**src/hw/disp_pkg.sv**
```systemverilog
// sizes assume power-of-two DEC and a line made of whole blocks; changing DIV_LAT needs QUO_BITS
package disp_pkg;

    // ************************************************************************
    // block geometry
    // ************************************************************************
    localparam int BLK_W        = 16;
    localparam int BLK_H        = 16;
    localparam int BLK_SIZE     = BLK_W * BLK_H;     // xor field width
    localparam int DEC          = 2;                 // decimation factor
    localparam int PIX_PER_BLK  = BLK_W / DEC;
    localparam int FRAME_W      = 32;
    localparam int LINE_LEN     = FRAME_W / DEC;     // decimated pixels per line
    localparam int SEARCH_W     = 48;
    localparam int COORD_BITS   = 16;

    localparam int COL_BITS     = $clog2(BLK_W);
    localparam int ROW_CNT_BITS = $clog2(BLK_H + 1);
    localparam int PIX_CNT_BITS = $clog2(PIX_PER_BLK);
    localparam int POS_BITS     = $clog2(LINE_LEN);
    localparam int CLR_BITS     = $clog2(DEC + 1);

    // ************************************************************************
    // datapath widths
    // ************************************************************************
    localparam int DISP_BITS    = $clog2(SEARCH_W - BLK_W);
    localparam int CONF_BITS    = 8;
    localparam int DC_BITS      = CONF_BITS + DISP_BITS;
    localparam int WPROD_BITS   = CONF_BITS + CLR_BITS;
    localparam int TAPS         = 3;
    localparam int SUM_C_BITS   = 10;
    localparam int SUM_DC_BITS  = 15;
    localparam int FRAC_BITS    = 3;
    localparam int NUM_BITS     = SUM_DC_BITS + FRAC_BITS;  // dividend width
    localparam int QUO_BITS     = 8;
    localparam int OUT_BITS     = CONF_BITS + QUO_BITS;

    // ************************************************************************
    // timing
    // ************************************************************************
    localparam int DIV_LAT      = QUO_BITS + 1;      // flag stage plus one per bit
    localparam int BLK_GAP      = PIX_PER_BLK + 1;

endpackage

```
**src/hw/conf_disp_divide.sv**
```systemverilog
// quotient saturates at 8 bits and a zero confidence sum yields 0; latency is DIV_LAT
module conf_disp_divide import disp_pkg::*; (
    input  logic                    clk,
    input  logic                    arst_n,
    input  logic [SUM_DC_BITS-1:0]  sum_dc,
    input  logic [SUM_C_BITS-1:0]   sum_c,
    input  logic                    f_valid,
    output logic [OUT_BITS-1:0]     disparity,
    output logic                    disparity_valid
);

    localparam int L = DIV_LAT - 1;

    logic [NUM_BITS-1:0]   rem_q  [0:DIV_LAT-2];
    logic [SUM_C_BITS-1:0] den_q  [0:DIV_LAT-2];
    logic [QUO_BITS-1:0]   quo_q  [0:L];
    logic [CONF_BITS-1:0]  cavg_q [0:L];       // delay-matched average confidence
    logic                  sat_q  [0:L];
    logic                  zero_q [0:L];
    logic [DIV_LAT-1:0]    vld_q;
    logic [NUM_BITS-1:0]   trial  [1:L];
    logic                  take   [1:L];
    logic                  sat_d;

    // quotient overflows 8 bits when sum_dc*8 >= sum_c*256
    assign sat_d = ((NUM_BITS + 1)'(sum_dc) << FRAC_BITS) >=
                   ((NUM_BITS + 1)'(sum_c) << QUO_BITS);

    always_comb begin
        for (int s = 1; s <= L; s++) begin
            trial[s] = NUM_BITS'(den_q[s-1]) << (QUO_BITS - s);
            take[s]  = rem_q[s-1] >= trial[s];
        end
    end

    always_ff @(posedge clk) begin
        rem_q[0]  <= NUM_BITS'(sum_dc) << FRAC_BITS;
        den_q[0]  <= sum_c;
        quo_q[0]  <= '0;
        cavg_q[0] <= CONF_BITS'(sum_c / TAPS);
        sat_q[0]  <= sat_d;
        zero_q[0] <= (sum_c == '0);
        for (int s = 1; s <= L; s++) begin
            quo_q[s]  <= quo_q[s-1] | (QUO_BITS'(take[s]) << (QUO_BITS - s));
            cavg_q[s] <= cavg_q[s-1];
            sat_q[s]  <= sat_q[s-1];
            zero_q[s] <= zero_q[s-1];
        end
        for (int s = 1; s < L; s++) begin
            rem_q[s] <= take[s] ? rem_q[s-1] - trial[s] : rem_q[s-1];   // restoring step
            den_q[s] <= den_q[s-1];
        end
    end

    always_ff @(posedge clk or negedge arst_n) begin
        if (!arst_n)
            vld_q <= '0;
        else
            vld_q <= {vld_q[DIV_LAT-2:0], f_valid};
    end

    assign disparity[OUT_BITS-1:QUO_BITS] = cavg_q[L];
    assign disparity[QUO_BITS-1:0]        = zero_q[L] ? '0 : (sat_q[L] ? '1 : quo_q[L]);
    assign disparity_valid                = vld_q[L];

endmodule

```
**src/hw/disparity_filtering_system.sv**
```systemverilog
// valid-only stream without back-pressure; sources must keep blocks BLK_GAP cycles apart
module disparity_filtering_system import disp_pkg::*; (
    input  logic                   clk,
    input  logic                   arst_n,
    input  logic [BLK_SIZE-1:0]    xors_in,
    input  logic [CONF_BITS-1:0]   confidence,
    input  logic [COORD_BITS-1:0]  min_coords,
    input  logic                   xors_valid,
    output logic [OUT_BITS-1:0]    disparity,    // {avg conf, disp 5.3}
    output logic                   disparity_valid,
    output logic                   overrun
);

    logic [DEC-1:0]         pix_data;
    logic [DISP_BITS-1:0]   pix_disp;
    logic [CONF_BITS-1:0]   pix_conf;
    logic                   pix_valid;

    logic [DC_BITS-1:0]     dc;
    logic [CONF_BITS-1:0]   conf;
    logic                   pp_valid;

    logic [SUM_DC_BITS-1:0] sum_dc;
    logic [SUM_C_BITS-1:0]  sum_c;
    logic                   f_valid;

    xors_to_stream i_xors_to_stream (
        .clk        (clk),
        .arst_n     (arst_n),
        .xors_in    (xors_in),
        .confidence (confidence),
        .min_coords (min_coords),
        .xors_valid (xors_valid),
        .pix_data   (pix_data),
        .pix_disp   (pix_disp),
        .pix_conf   (pix_conf),
        .pix_valid  (pix_valid),
        .overrun    (overrun)
    );

    pixel_processor i_pixel_processor (
        .clk       (clk),
        .arst_n    (arst_n),
        .pix_data  (pix_data),
        .pix_disp  (pix_disp),
        .pix_conf  (pix_conf),
        .pix_valid (pix_valid),
        .dc        (dc),
        .conf      (conf),
        .pp_valid  (pp_valid)
    );

    filter_and_pad i_filter_and_pad (
        .clk      (clk),
        .arst_n   (arst_n),
        .dc       (dc),
        .conf     (conf),
        .pp_valid (pp_valid),
        .sum_dc   (sum_dc),
        .sum_c    (sum_c),
        .f_valid  (f_valid)
    );

    conf_disp_divide i_conf_disp_divide (
        .clk             (clk),
        .arst_n          (arst_n),
        .sum_dc          (sum_dc),
        .sum_c           (sum_c),
        .f_valid         (f_valid),
        .disparity       (disparity),
        .disparity_valid (disparity_valid)
    );

endmodule

```
**src/hw/filter_and_pad.sv**
```systemverilog
// needs an idle cycle after each line's last pixel for the flush; BLK_GAP spacing provides it
module filter_and_pad import disp_pkg::*; (
    input  logic                    clk,
    input  logic                    arst_n,
    input  logic [DC_BITS-1:0]      dc,
    input  logic [CONF_BITS-1:0]    conf,
    input  logic                    pp_valid,
    output logic [SUM_DC_BITS-1:0]  sum_dc,
    output logic [SUM_C_BITS-1:0]   sum_c,
    output logic                    f_valid
);

    // h1/c1 hold entry pos-1, h2/c2 hold entry pos-2
    logic [DC_BITS-1:0]   h1;
    logic [DC_BITS-1:0]   h2;
    logic [CONF_BITS-1:0] c1;
    logic [CONF_BITS-1:0] c2;
    logic [DC_BITS-1:0]   left_dc;
    logic [CONF_BITS-1:0] left_c;
    logic [POS_BITS-1:0]  pos;
    logic                 flush;
    logic                 mid_out;
    logic                 last_pix;

    assign mid_out  = pp_valid && (pos != '0);    // pixel pos-1 has its right neighbour
    assign last_pix = pp_valid && (pos == POS_BITS'(LINE_LEN - 1));

    // left neighbour of pixel pos-1 is padding at the line start
    always_comb begin
        if (pos == POS_BITS'(1)) begin
            left_dc = '0;
            left_c  = '0;
        end else begin
            left_dc = h2;
            left_c  = c2;
        end
    end

    always_ff @(posedge clk) begin
        if (pp_valid) begin
            h1 <= dc;
            h2 <= h1;
            c1 <= conf;
            c2 <= c1;
        end
        if (mid_out) begin
            sum_dc <= SUM_DC_BITS'(left_dc) + SUM_DC_BITS'(h1) + SUM_DC_BITS'(dc);
            sum_c  <= SUM_C_BITS'(left_c) + SUM_C_BITS'(c1) + SUM_C_BITS'(conf);
        end else if (flush) begin
            sum_dc <= SUM_DC_BITS'(h2) + SUM_DC_BITS'(h1);   // zero pad on the right
            sum_c  <= SUM_C_BITS'(c2) + SUM_C_BITS'(c1);
        end
    end

    // ************************************************************************
    // line position and output strobe
    // ************************************************************************
    always_ff @(posedge clk or negedge arst_n) begin
        if (!arst_n) begin
            pos     <= '0;
            flush   <= 1'b0;
            f_valid <= 1'b0;
        end else begin
            f_valid <= mid_out || flush;
            flush   <= last_pix;
            if (pp_valid)
                pos <= last_pix ? '0 : pos + 1'b1;
        end
    end

endmodule

```
**src/hw/pixel_processor.sv**
```systemverilog
// fixed two-cycle latency; weight is confidence scaled by the fraction of clear bits
module pixel_processor import disp_pkg::*; (
    input  logic                  clk,
    input  logic                  arst_n,
    input  logic [DEC-1:0]        pix_data,
    input  logic [DISP_BITS-1:0]  pix_disp,
    input  logic [CONF_BITS-1:0]  pix_conf,
    input  logic                  pix_valid,
    output logic [DC_BITS-1:0]    dc,
    output logic [CONF_BITS-1:0]  conf,
    output logic                  pp_valid
);

    logic [CLR_BITS-1:0]   clear_cnt;
    logic [CONF_BITS-1:0]  weight;
    logic [CONF_BITS-1:0]  w_q;
    logic [DISP_BITS-1:0]  d_q;
    logic                  v_q;

    always_comb begin
        clear_cnt = CLR_BITS'(DEC);
        for (int k = 0; k < DEC; k++)
            clear_cnt = clear_cnt - CLR_BITS'(pix_data[k]);
        // full, half (floor) or zero for DEC of 2
        weight = CONF_BITS'((WPROD_BITS'(pix_conf) * WPROD_BITS'(clear_cnt)) / DEC);
    end

    always_ff @(posedge clk) begin
        w_q  <= weight;
        d_q  <= pix_disp;
        dc   <= DC_BITS'(w_q) * DC_BITS'(d_q);   // multiply in the second stage
        conf <= w_q;
    end

    always_ff @(posedge clk or negedge arst_n) begin
        if (!arst_n) begin
            v_q      <= 1'b0;
            pp_valid <= 1'b0;
        end else begin
            v_q      <= pix_valid;
            pp_valid <= v_q;
        end
    end

endmodule

```
**src/hw/xors_to_stream.sv**
```systemverilog
// no ready: a block arriving while busy is dropped and sets sticky overrun until reset
module xors_to_stream import disp_pkg::*; (
    input  logic                     clk,
    input  logic                     arst_n,
    input  logic [BLK_SIZE-1:0]      xors_in,     // bit r*BLK_W+c is row r, column c
    input  logic [CONF_BITS-1:0]     confidence,
    input  logic [COORD_BITS-1:0]    min_coords,
    input  logic                     xors_valid,
    output logic [DEC-1:0]           pix_data,
    output logic [DISP_BITS-1:0]     pix_disp,
    output logic [CONF_BITS-1:0]     pix_conf,
    output logic                     pix_valid,
    output logic                     overrun
);

    logic [BLK_SIZE-1:0]     blk_q;
    logic [CONF_BITS-1:0]    conf_q;
    logic [DISP_BITS-1:0]    disp_q;
    logic                    busy;
    logic [PIX_CNT_BITS-1:0] cnt;
    logic [COL_BITS-1:0]     col_base;
    logic [ROW_CNT_BITS-1:0] ones [DEC];
    logic                    accept;

    assign accept = xors_valid && !busy;

    always_ff @(posedge clk) begin
        if (accept) begin
            blk_q  <= xors_in;
            conf_q <= confidence;
            disp_q <= min_coords[DISP_BITS-1:0];
        end
    end

    always_ff @(posedge clk or negedge arst_n) begin
        if (!arst_n) begin
            busy    <= 1'b0;
            cnt     <= '0;
            overrun <= 1'b0;
        end else begin
            if (xors_valid && busy)
                overrun <= 1'b1;        // sticky
            if (accept) begin
                busy <= 1'b1;
                cnt  <= '0;
            end else if (busy) begin
                cnt <= cnt + 1'b1;
                if (cnt == PIX_CNT_BITS'(PIX_PER_BLK - 1))
                    busy <= 1'b0;
            end
        end
    end

    // ************************************************************************
    // column majority vote for the current pixel
    // ************************************************************************
    assign col_base = COL_BITS'(cnt * DEC);

    always_comb begin
        for (int k = 0; k < DEC; k++) begin
            ones[k] = '0;
            for (int r = 0; r < BLK_H; r++)
                ones[k] = ones[k] + ROW_CNT_BITS'(blk_q[r * BLK_W + col_base + k]);
            pix_data[k] = (ones[k] > ROW_CNT_BITS'(BLK_H / 2));  // more than half mismatch
        end
    end

    assign pix_disp  = disp_q;
    assign pix_conf  = conf_q;
    assign pix_valid = busy;

endmodule

```
**config.mk**
```make
export PLATFORM = sky130hd
export DESIGN_NAME = disparity_filtering_system
export DESIGN_NICKNAME = d
export VERILOG_FILES = /design/src/hw/disp_pkg.sv /design/src/hw/conf_disp_divide.sv /design/src/hw/disparity_filtering_system.sv /design/src/hw/filter_and_pad.sv /design/src/hw/pixel_processor.sv /design/src/hw/xors_to_stream.sv
export SDC_FILE = /design/constraint.sdc
export NUM_CORES = 1
export LEC_CHECK = 0
export ABC_CLOCK_PERIOD_IN_PS = 17000
export BUFFER_PORTS_ARGS = -buffer_cell sky130_fd_sc_hd__buf_2
export CAP_MARGIN = 20
export CORE_ASPECT_RATIO = 1.4
export CORE_MARGIN = 1.5
export CORE_UTILIZATION = 40
export DETAILED_ROUTE_END_ITERATION = 7
export PLACE_DENSITY = 0.59
export SYNTH_ARGS = -nofsm -noshare
export SYNTH_HDL_FRONTEND = slang
export SYNTH_SLANG_ARGS = --single-unit
```
**constraint.sdc**
```tcl
create_clock -name clk -period 17 [get_ports clk]
set_input_delay 4.25 -clock clk [delete_from_list [all_inputs] [get_ports clk]]
set_output_delay 4.25 -clock clk [all_outputs]
set_load 0.05 [all_outputs]
```
# Word level (Yosys, flattened, before mapping)
# Memories as Yosys holds them, arrays and structs flattened.
# Cells that the tools add are included.
[totals] output_inout_bits=18 regBits=392 mem_count=6 mem_bits_ro=0 in_bits=283 wordCells=258 ramBits=386 latch_bits=0
[op_classes] bitwise=8 add_sub_neg=78 eq_ne=3 muxes=85 n_shift=0 reduce_logical=10 n_lt_le_gt_ge=43 n_mul=2 n_div=1
[mem_list] name="i_conf_disp_divide.rem_q" words=8 word_bits=18 read_ports=8 rd_clocked_by_memory_dff=0 write_ports=8 line="conf_disp_divide.sv:14" rtl="logic [NUM_BITS-1:0] rem_q [0:DIV_LAT-2];"
[mem_list] name="i_conf_disp_divide.den_q" words=8 word_bits=10 read_ports=8 rd_clocked_by_memory_dff=0 write_ports=8 line="conf_disp_divide.sv:15" rtl="logic [SUM_C_BITS-1:0] den_q [0:DIV_LAT-2];"
[mem_list] name="i_conf_disp_divide.cavg_q" words=9 word_bits=8 read_ports=9 rd_clocked_by_memory_dff=0 write_ports=9 line="conf_disp_divide.sv:17" rtl="logic [CONF_BITS-1:0] cavg_q [0:L];"
[mem_list] name="i_conf_disp_divide.quo_q" words=9 word_bits=8 read_ports=9 rd_clocked_by_memory_dff=0 write_ports=9 line="conf_disp_divide.sv:16" rtl="logic [QUO_BITS-1:0] quo_q [0:L];"
[mem_list] name="i_conf_disp_divide.sat_q" words=9 word_bits=1 read_ports=9 rd_clocked_by_memory_dff=0 write_ports=9 line="conf_disp_divide.sv:18" rtl="logic sat_q [0:L];"
[mem_list] name="i_conf_disp_divide.zero_q" words=9 word_bits=1 read_ports=9 rd_clocked_by_memory_dff=0 write_ports=9 line="conf_disp_divide.sv:19" rtl="logic zero_q [0:L];"
[op_table] cell="< comparator 32 x 9 -> 1 bit (second input constant)" n=31
[op_table] cell="adder 32 x 1 -> 32 bit (second input constant)" n=15
[op_table] cell="binary-select mux 1 bit (select 8 bit)" n=31
[op_table] cell="adder 5 x 1 -> 5 bit" n=28
[op_table] cell="2-to-1 mux 18 bit" n=7
[op_table] cell="adder 8 x 4 -> 9 bit (first input constant)" n=8
[op_table] cell="2-to-1 mux 1 bit" n=35
[op_table] cell="adder 7 x 4 -> 8 bit (first input constant)" n=4
[op_table] cell="divider 10 x 2 -> 32 bit (second input constant)" n=1
[op_table] cell="2-to-1 mux 15 bit" n=2
[op_table] cell="adder 13 x 13 -> 14 bit" n=2
[op_table] cell="2-to-1 mux 8 bit" n=3
[op_table] cell="2-to-1 mux 10 bit" n=2
[op_table] cell="adder 8 x 8 -> 9 bit" n=2
[op_table] cell=">= comparator 18 x 10 -> 1 bit" n=1
[op_table] cell=">= comparator 18 x 11 -> 1 bit" n=1
[op_table] cell=">= comparator 18 x 12 -> 1 bit" n=1
[op_table] cell=">= comparator 18 x 13 -> 1 bit" n=1
[op_table] cell=">= comparator 18 x 14 -> 1 bit" n=1
[op_table] cell=">= comparator 18 x 15 -> 1 bit" n=1
[op_table] cell=">= comparator 18 x 16 -> 1 bit" n=1
[op_table] cell=">= comparator 18 x 17 -> 1 bit" n=1
[op_table] cell=">= comparator 18 bit" n=1
[op_table] cell="subtractor 18 x 11 -> 18 bit" n=1
[op_table] cell="other kinds (41)" n=49

# Logic depth before layout (Yosys ltp)
[depth] word_depth=22 mapped_depth=25 depth_no_buf=24

# Modules after synthesis
# A second synthesis with hierarchy kept.
[unflattened] hier_cells=2451 hier_area_um2=31236.2
[modules_own_cells] module="conf_disp_divide" area_per_inst_um2=13155.1 seq_area_each_um2=6811.5 instances=1 cells_per_inst=1325
[modules_own_cells] module="xors_to_stream" area_per_inst_um2=10940.5 seq_area_each_um2=8202.9 instances=1 cells_per_inst=480
[modules_own_cells] module="filter_and_pad" area_per_inst_um2=4772.1 seq_area_each_um2=2162.1 instances=1 cells_per_inst=407
[modules_own_cells] module="pixel_processor" area_per_inst_um2=2368.5 seq_area_each_um2=730.7 instances=1 cells_per_inst=239

# Worst setup path before layout
# No wires, ideal clock.
[synth_timing] kind="input to register" start="input xors_valid" end="register i_xors_to_stream.blk_q[0] (enable)" path_stages=2 required_time_ps=16094 t_arrival_ps=15435 n_path_buf=0 slack_ps=659 setup_ps=906 path_cell_list="inv_1 > nor2_1"
[synth_via] elab_chain_cells=1
[synth_lines] element="start: declaration" line="disparity_filtering_system.sv:8" rtl="input logic xors_valid,"
[synth_lines] element="logical AND 1 bit" line="xors_to_stream.sv:25" rtl="assign accept = xors_valid && !busy;"
[synth_lines] element="via i_xors_to_stream.accept" line="xors_to_stream.sv:23" rtl="logic accept;"
[synth_lines] element="end signal: assignment" line="xors_to_stream.sv:29" rtl="blk_q <= xors_in;"
[synth_lines] element="end: declaration" line="xors_to_stream.sv:16" rtl="logic [BLK_SIZE-1:0] blk_q;"
# The timed path passes the listed nets, and every way through them passes these cells.
# A chain may end at the register's enable or synchronous reset.

# Worst setup path in the final report
[layout_timing] start="register i_xors_to_stream.cnt[0]" end="register i_pixel_processor.w_q[7]"
[layout_via] elab_chain_cells=22 elab_cells_between_ends=130 cone_classes="add/sub: 63; mul: 1; order compare: 2; mux: 64"
[layout_lines] element="start: declaration" line="xors_to_stream.sv:20" rtl="logic [PIX_CNT_BITS-1:0] cnt;"
[layout_lines] element="start signal: assignment" line="xors_to_stream.sv:47" rtl="cnt <= cnt + 1'b1;"
[layout_lines] element="adder 5 x 4 -> 6 bit" line="xors_to_stream.sv:63" rtl="ones[k] = ones[k] + ROW_CNT_BITS'(blk_q[r * BLK_W + col_base + k]);"
[layout_lines] element="adder 32 x 1 -> 32 bit / binary-select mux 1 bit (select 8 bit) (equally long branches)" line="xors_to_stream.sv:63"
[layout_lines] element="binary-select mux 1 bit (select 8 bit) / 2-to-1 mux 1 bit (equally long branches)" line="xors_to_stream.sv:63"
[layout_lines] element="2-to-1 mux 1 bit (not written as such) / adder 1 x 1 -> 2 bit (equally long branches)" line="xors_to_stream.sv:63"
[layout_lines] element="adder 1 x 1 -> 2 bit / adder 5 x 1 -> 5 bit (equally long branches)" line="xors_to_stream.sv:63"
[layout_lines] element="adder 5 x 1 -> 5 bit (13 in a row)" line="xors_to_stream.sv:63"
[layout_lines] element="adder 5 x 1 -> 5 bit / > comparator 5 x 4 -> 1 bit (equally long branches)" line="xors_to_stream.sv:63, xors_to_stream.sv:64"
[layout_lines] element="> comparator 5 x 4 -> 1 bit / subtractor 2 x 1 -> 2 bit (equally long branches)" line="xors_to_stream.sv:64, pixel_processor.sv:23"
[layout_lines] element="subtractor 2 x 1 -> 2 bit (*)" line="pixel_processor.sv:23" rtl="clear_cnt = clear_cnt - CLR_BITS'(pix_data[k]);"
[layout_lines] element="multiplier 8 x 2 -> 9 bit (*)" line="pixel_processor.sv:25" rtl="weight = CONF_BITS'((WPROD_BITS'(pix_conf) * WPROD_BITS'(clear_cnt)) / DEC);"
[layout_lines] element="via i_pixel_processor.weight[7]" line="pixel_processor.sv:15" rtl="logic [CONF_BITS-1:0] weight;"
[layout_lines] element="end signal: assignment" line="pixel_processor.sv:29" rtl="w_q <= weight;"
[layout_lines] element="end: declaration" line="pixel_processor.sv:16" rtl="logic [CONF_BITS-1:0] w_q;"
# Mark *: on every way through the listed nets, which the timed path passes. The rest lies on a longest branch. The select of a mux whose other input is x is not followed.

==> reports/results.ini <==
[cells_and_area]
final_cell_count_no_fill = 3894
finalNetCount = 3314
synthToLayoutAreaGrowth_pct = 16.3
layout-drive-gt1-share_pct = 20.2
nFillCells = 7045

[global_route]
grt_use_total_pct = 15.8
first_global_vias = 19900
globalRoute.totalOverflow = 0
grt_pass1_wl_um = 99800
pin_count_of_the_biggest_net_entering_global_routing = 218
antenna_found_initial = 11

[yosys]
synth.area.top_cells = sky130_fd_sc_hd__edfxtp_1 (32%), sky130_fd_sc_hd__dfxtp_1 (23%), sky130_fd_sc_hd__ha_1 (7.9%), sky130_fd_sc_hd__mux4_2 (4.6%), sky130_fd_sc_hd__fa_1 (3.3%)
synth_top_area_share_pct = 32.3
seq_area_frac_synth_pct = 57.3
netlist-cell-type-count = 98
synth_ff_type = sky130_fd_sc_hd__dfxtp_1
synth_nets = 3007
synthesis.yosys.warnings = 0
yosysTopAreaCell = sky130_fd_sc_hd__edfxtp_1
synth-async-reset-ratio_pct = 3.05
number_of_enable_type_register_cells_in_the_synthesized_netlist = 336
synth.cell_area_um2 = 31200
syn-instance-count = 2474
number_of_synthesized_register_bits = 721
avgSynthCellArea_um2 = 12.6

[clock_network]
worst_setup_hold_path_clk_slew_ns = 0.06
cts_setup_buffers = 0
cts_made_buffers = 74
cts.sinks = 721
cts.repair.resized = 0
cts-root-buf = sky130_fd_sc_hd__clkbuf_16
clock_tree.htree_level_count = 3
clkLatencyLatePin_ns = 0.62
cts-hold-fix-buffers = 0
tritoncts_clock_tree = built
cts_buffer_depth = 3

[sta]
timing_hold_violations_final = 0
period_share_pct = 54.1
fmax_mhz = 109
slew_violations = 0
timing.setup.tns_ns = 0
finClkSkew_ns = 0.0184
timing.slew.headroom_pct = 1.03
final-setup-viol-count = 0
tightestPinTransition_ns = 1.48
final.min_clock_period_ns = 9.20
setup_repair_after_global_routing_missed_its_margin = false

[detailed_routing]
final_wirelength_um = 63900
wl_per_cell_um = 16.4
ant_nets = 0
post-route-drc-count = 0
vias_per_cell = 4.93
detailedRoute.firstIterationViolations = 890
num_vias = 19200
drt_pass1_iterations = 5

[worst_setup_path]
critPathMaxFanout = 28
worstReg2RegStart = i_xors_to_stream.cnt[0]
rr_worst_depth = 24
r2r_end = i_pixel_processor.w_q[7]
arrival_ns = 9.74
critPathCaptureType = flip-flop
timing.setup.critical_path_class = flip-flop to flip-flop
cp-start-kind = flip-flop
critPathLaunch = i_xors_to_stream.cnt[0]
timing.critical_path.required_ns = 17.54
crit_end = i_pixel_processor.w_q[7]
timing.reg2reg.setup_slack_ns = 7.80

[place]
dpl.hpwl_um = 47600
place.port_buffers = 289
gp_congestion = 0.858
cell_count_post_placement = 3750

[floorplan]
die_boundary_height_um = 334
ios = 301
placeable_core_region_um2 = 77500
chipWidth_um = 239
placement_rows = 121
floorplan.initialDensity_pct = 40.3
die-area_um2 = 79800

[outcome]
run_status = complete, no violations

[run]
drv.max_cap_violation_count = 0

[min_path]
worstHoldPathType = flip-flop to flip-flop

## layout by cell type (no fill, tap or decap), types with 39 or more instances in the layout
| cell | instances |
|---|---|
| sky130_fd_sc_hd__nor2_1 | 128 |
| sky130_fd_sc_hd__nand2_1 | 126 |
| sky130_fd_sc_hd__and2_1 | 39 |
| sky130_fd_sc_hd__edfxtp_1 | 336 |
| sky130_fd_sc_hd__fa_1 | 52 |
| sky130_fd_sc_hd__mux2_2 | 41 |
| sky130_fd_sc_hd__clkbuf_16 | 78 |
| sky130_fd_sc_hd__a21oi_1 | 133 |
| sky130_fd_sc_hd__mux4_2 | 64 |
| sky130_fd_sc_hd__ha_1 | 198 |
| sky130_fd_sc_hd__buf_2 | 289 |
| sky130_fd_sc_hd__inv_1 | 216 |
| sky130_fd_sc_hd__xnor2_1 | 82 |
| sky130_fd_sc_hd__dfxtp_1 | 363 |
| sky130_fd_sc_hd__o21ai_0 | 121 |
| sky130_fd_sc_hd__nor2b_1 | 50 |
## synth_stat cells, drive strengths merged (9+ instances only)
master  count
a211oi     11
a21oi     134
clkbuf     48
inv       218
nand3      25
buf        24
xnor2      82
o31ai      18
mux2i      10
nor4       18
mux2       41
edfxtp    336
a21o       27
nor3       40
a21boi     20
dfrtp      22
nand4      14
o21a       17
xor2       35
nor2      129
dfxtp     363
o21bai     31
fa         52
or2        11
nand2b     24
ha        198
nor2b      50
mux4       64
and2       40
o211ai      9
nand2     126
o21ai     131
## area by class of cell
class | count | area, µm² | area share [%]
flip-flops and latches | 721 | 17900 | 49.3
multi-input cells | 1463 | 12200 | 33.6
clock buffers | 98 | 2080 | 5.72
repair buffers | 303 | 1560 | 4.31
well taps | 1045 | 1310 | 3.60
inverters | 218 | 818 | 2.25
clock inverters | 36 | 405 | 1.12
diodes | 10 | 25.0 | 0.0689
## cell families (layout without fill, tap and decap cells)
family / count (synthesis) / in the layout / synth area share, %
DFF: 721 / 721 / 57.3
adders and majority gates: 250 / 250 / 11.3
AOI/OAI and AO/OA: 457 / 457 / 9.30
buffers and inverters: 290 / 655 / 3.67
and+or+nand+nor: 524 / 524 / 8.76
xor gates and xnor gates: 117 / 117 / 3.28
muxes: 115 / 115 / 6.41
other: 0 / 10 / 0
## stage by stage
step                instance area (µm²)  hold slack (ns)  setup WS, ns  utilization (%)
floorplan                         31200            0.310         0.659                -
global placement                  33800            0.310          7.69             43.6
detailed placement                33800            0.312          7.60             43.6
CTS                               36300            0.322          7.58             46.8
global route                      36300            0.330          7.18             46.9
finish                            36300            0.323          7.80             46.9
## registers in the layout (all words and copies together) (netlist names), 8 cells and up
| register | count |
|---|---|
| i_xors_to_stream.blk_q | 256 |
| i_filter_and_pad.c2 | 8 |
| i_filter_and_pad.sum_c | 10 |
| i_pixel_processor.conf | 8 |
| i_filter_and_pad.c1 | 8 |
| i_conf_disp_divide.rem_q | 123 |
| i_pixel_processor.w_q | 8 |
| i_conf_disp_divide.cavg_q | 72 |
| i_conf_disp_divide.vld_q | 9 |
| i_pixel_processor.dc | 13 |
| i_conf_disp_divide.den_q | 80 |
| i_conf_disp_divide.zero_q | 9 |
| i_filter_and_pad.h2 | 13 |
| i_conf_disp_divide.quo_q | 36 |
| i_xors_to_stream.pix_conf | 8 |
| i_conf_disp_divide.sat_q | 9 |
| i_filter_and_pad.h1 | 13 |
| i_filter_and_pad.sum_dc | 15 |
## per-layer routing
metal | up-vias | wire, µm | part of all wire, % | GRT usage (%)
met5 | - | 23 | 0.036 | 0
met4 | 4 | 1940 | 3.0 | 6.84
met3 | 123 | 2210 | 3.5 | 2.77
met2 | 337 | 36000 | 56 | 30.6
met1 | 9260 | 23700 | 37 | 16.4
li1 | 9459 | - | - | -
## critical path: stages, from the launching register on
cell and delay [ns]:
sky130_fd_sc_hd__dfrtp_4 0.58, sky130_fd_sc_hd__buf_4 0.54, sky130_fd_sc_hd__buf_4 0.59, sky130_fd_sc_hd__mux4_2 0.58
sky130_fd_sc_hd__mux2_2 0.28, sky130_fd_sc_hd__ha_1 0.31, sky130_fd_sc_hd__fa_1 0.52, sky130_fd_sc_hd__fa_1 0.52
sky130_fd_sc_hd__fa_1 0.51, sky130_fd_sc_hd__fa_1 0.53, sky130_fd_sc_hd__fa_1 0.47, sky130_fd_sc_hd__fa_1 0.47
sky130_fd_sc_hd__a2111oi_0 0.46, sky130_fd_sc_hd__nor2_1 0.07, sky130_fd_sc_hd__o211ai_1 0.58, sky130_fd_sc_hd__ha_1 0.42
sky130_fd_sc_hd__and2_1 0.22, sky130_fd_sc_hd__ha_1 0.28, sky130_fd_sc_hd__a21o_1 0.18, sky130_fd_sc_hd__a21oi_1 0.21
sky130_fd_sc_hd__o21bai_1 0.09, sky130_fd_sc_hd__a21oi_1 0.22, sky130_fd_sc_hd__o21bai_1 0.09, sky130_fd_sc_hd__a21oi_1 0.18
sky130_fd_sc_hd__xor2_1 0.15
## worst min-delay path by stage
stage | from | end | slack, ns | cells after the start
after floorplan | i_conf_disp_divide.cavg_q[0][2] | i_conf_disp_divide.cavg_q[0][10] | 0.31 | 0
after global placement | i_conf_disp_divide.cavg_q[0][55] | i_conf_disp_divide.cavg_q[0][63] | 0.31 | 0
after detailed placement | i_conf_disp_divide.cavg_q[0][18] | i_conf_disp_divide.cavg_q[0][26] | 0.31 | 0
after CTS | i_conf_disp_divide.zero_q[0][7] | i_conf_disp_divide.zero_q[0][8] | 0.32 | 0
after global routing | i_conf_disp_divide.cavg_q[0][12] | i_conf_disp_divide.cavg_q[0][20] | 0.33 | 0
final | i_conf_disp_divide.zero_q[0][1] | i_conf_disp_divide.zero_q[0][2] | 0.32 | 0
Power is left out: the tool's default activity adds up to more than one toggle a clock period on the data nets, which glitch-free logic cannot reach.
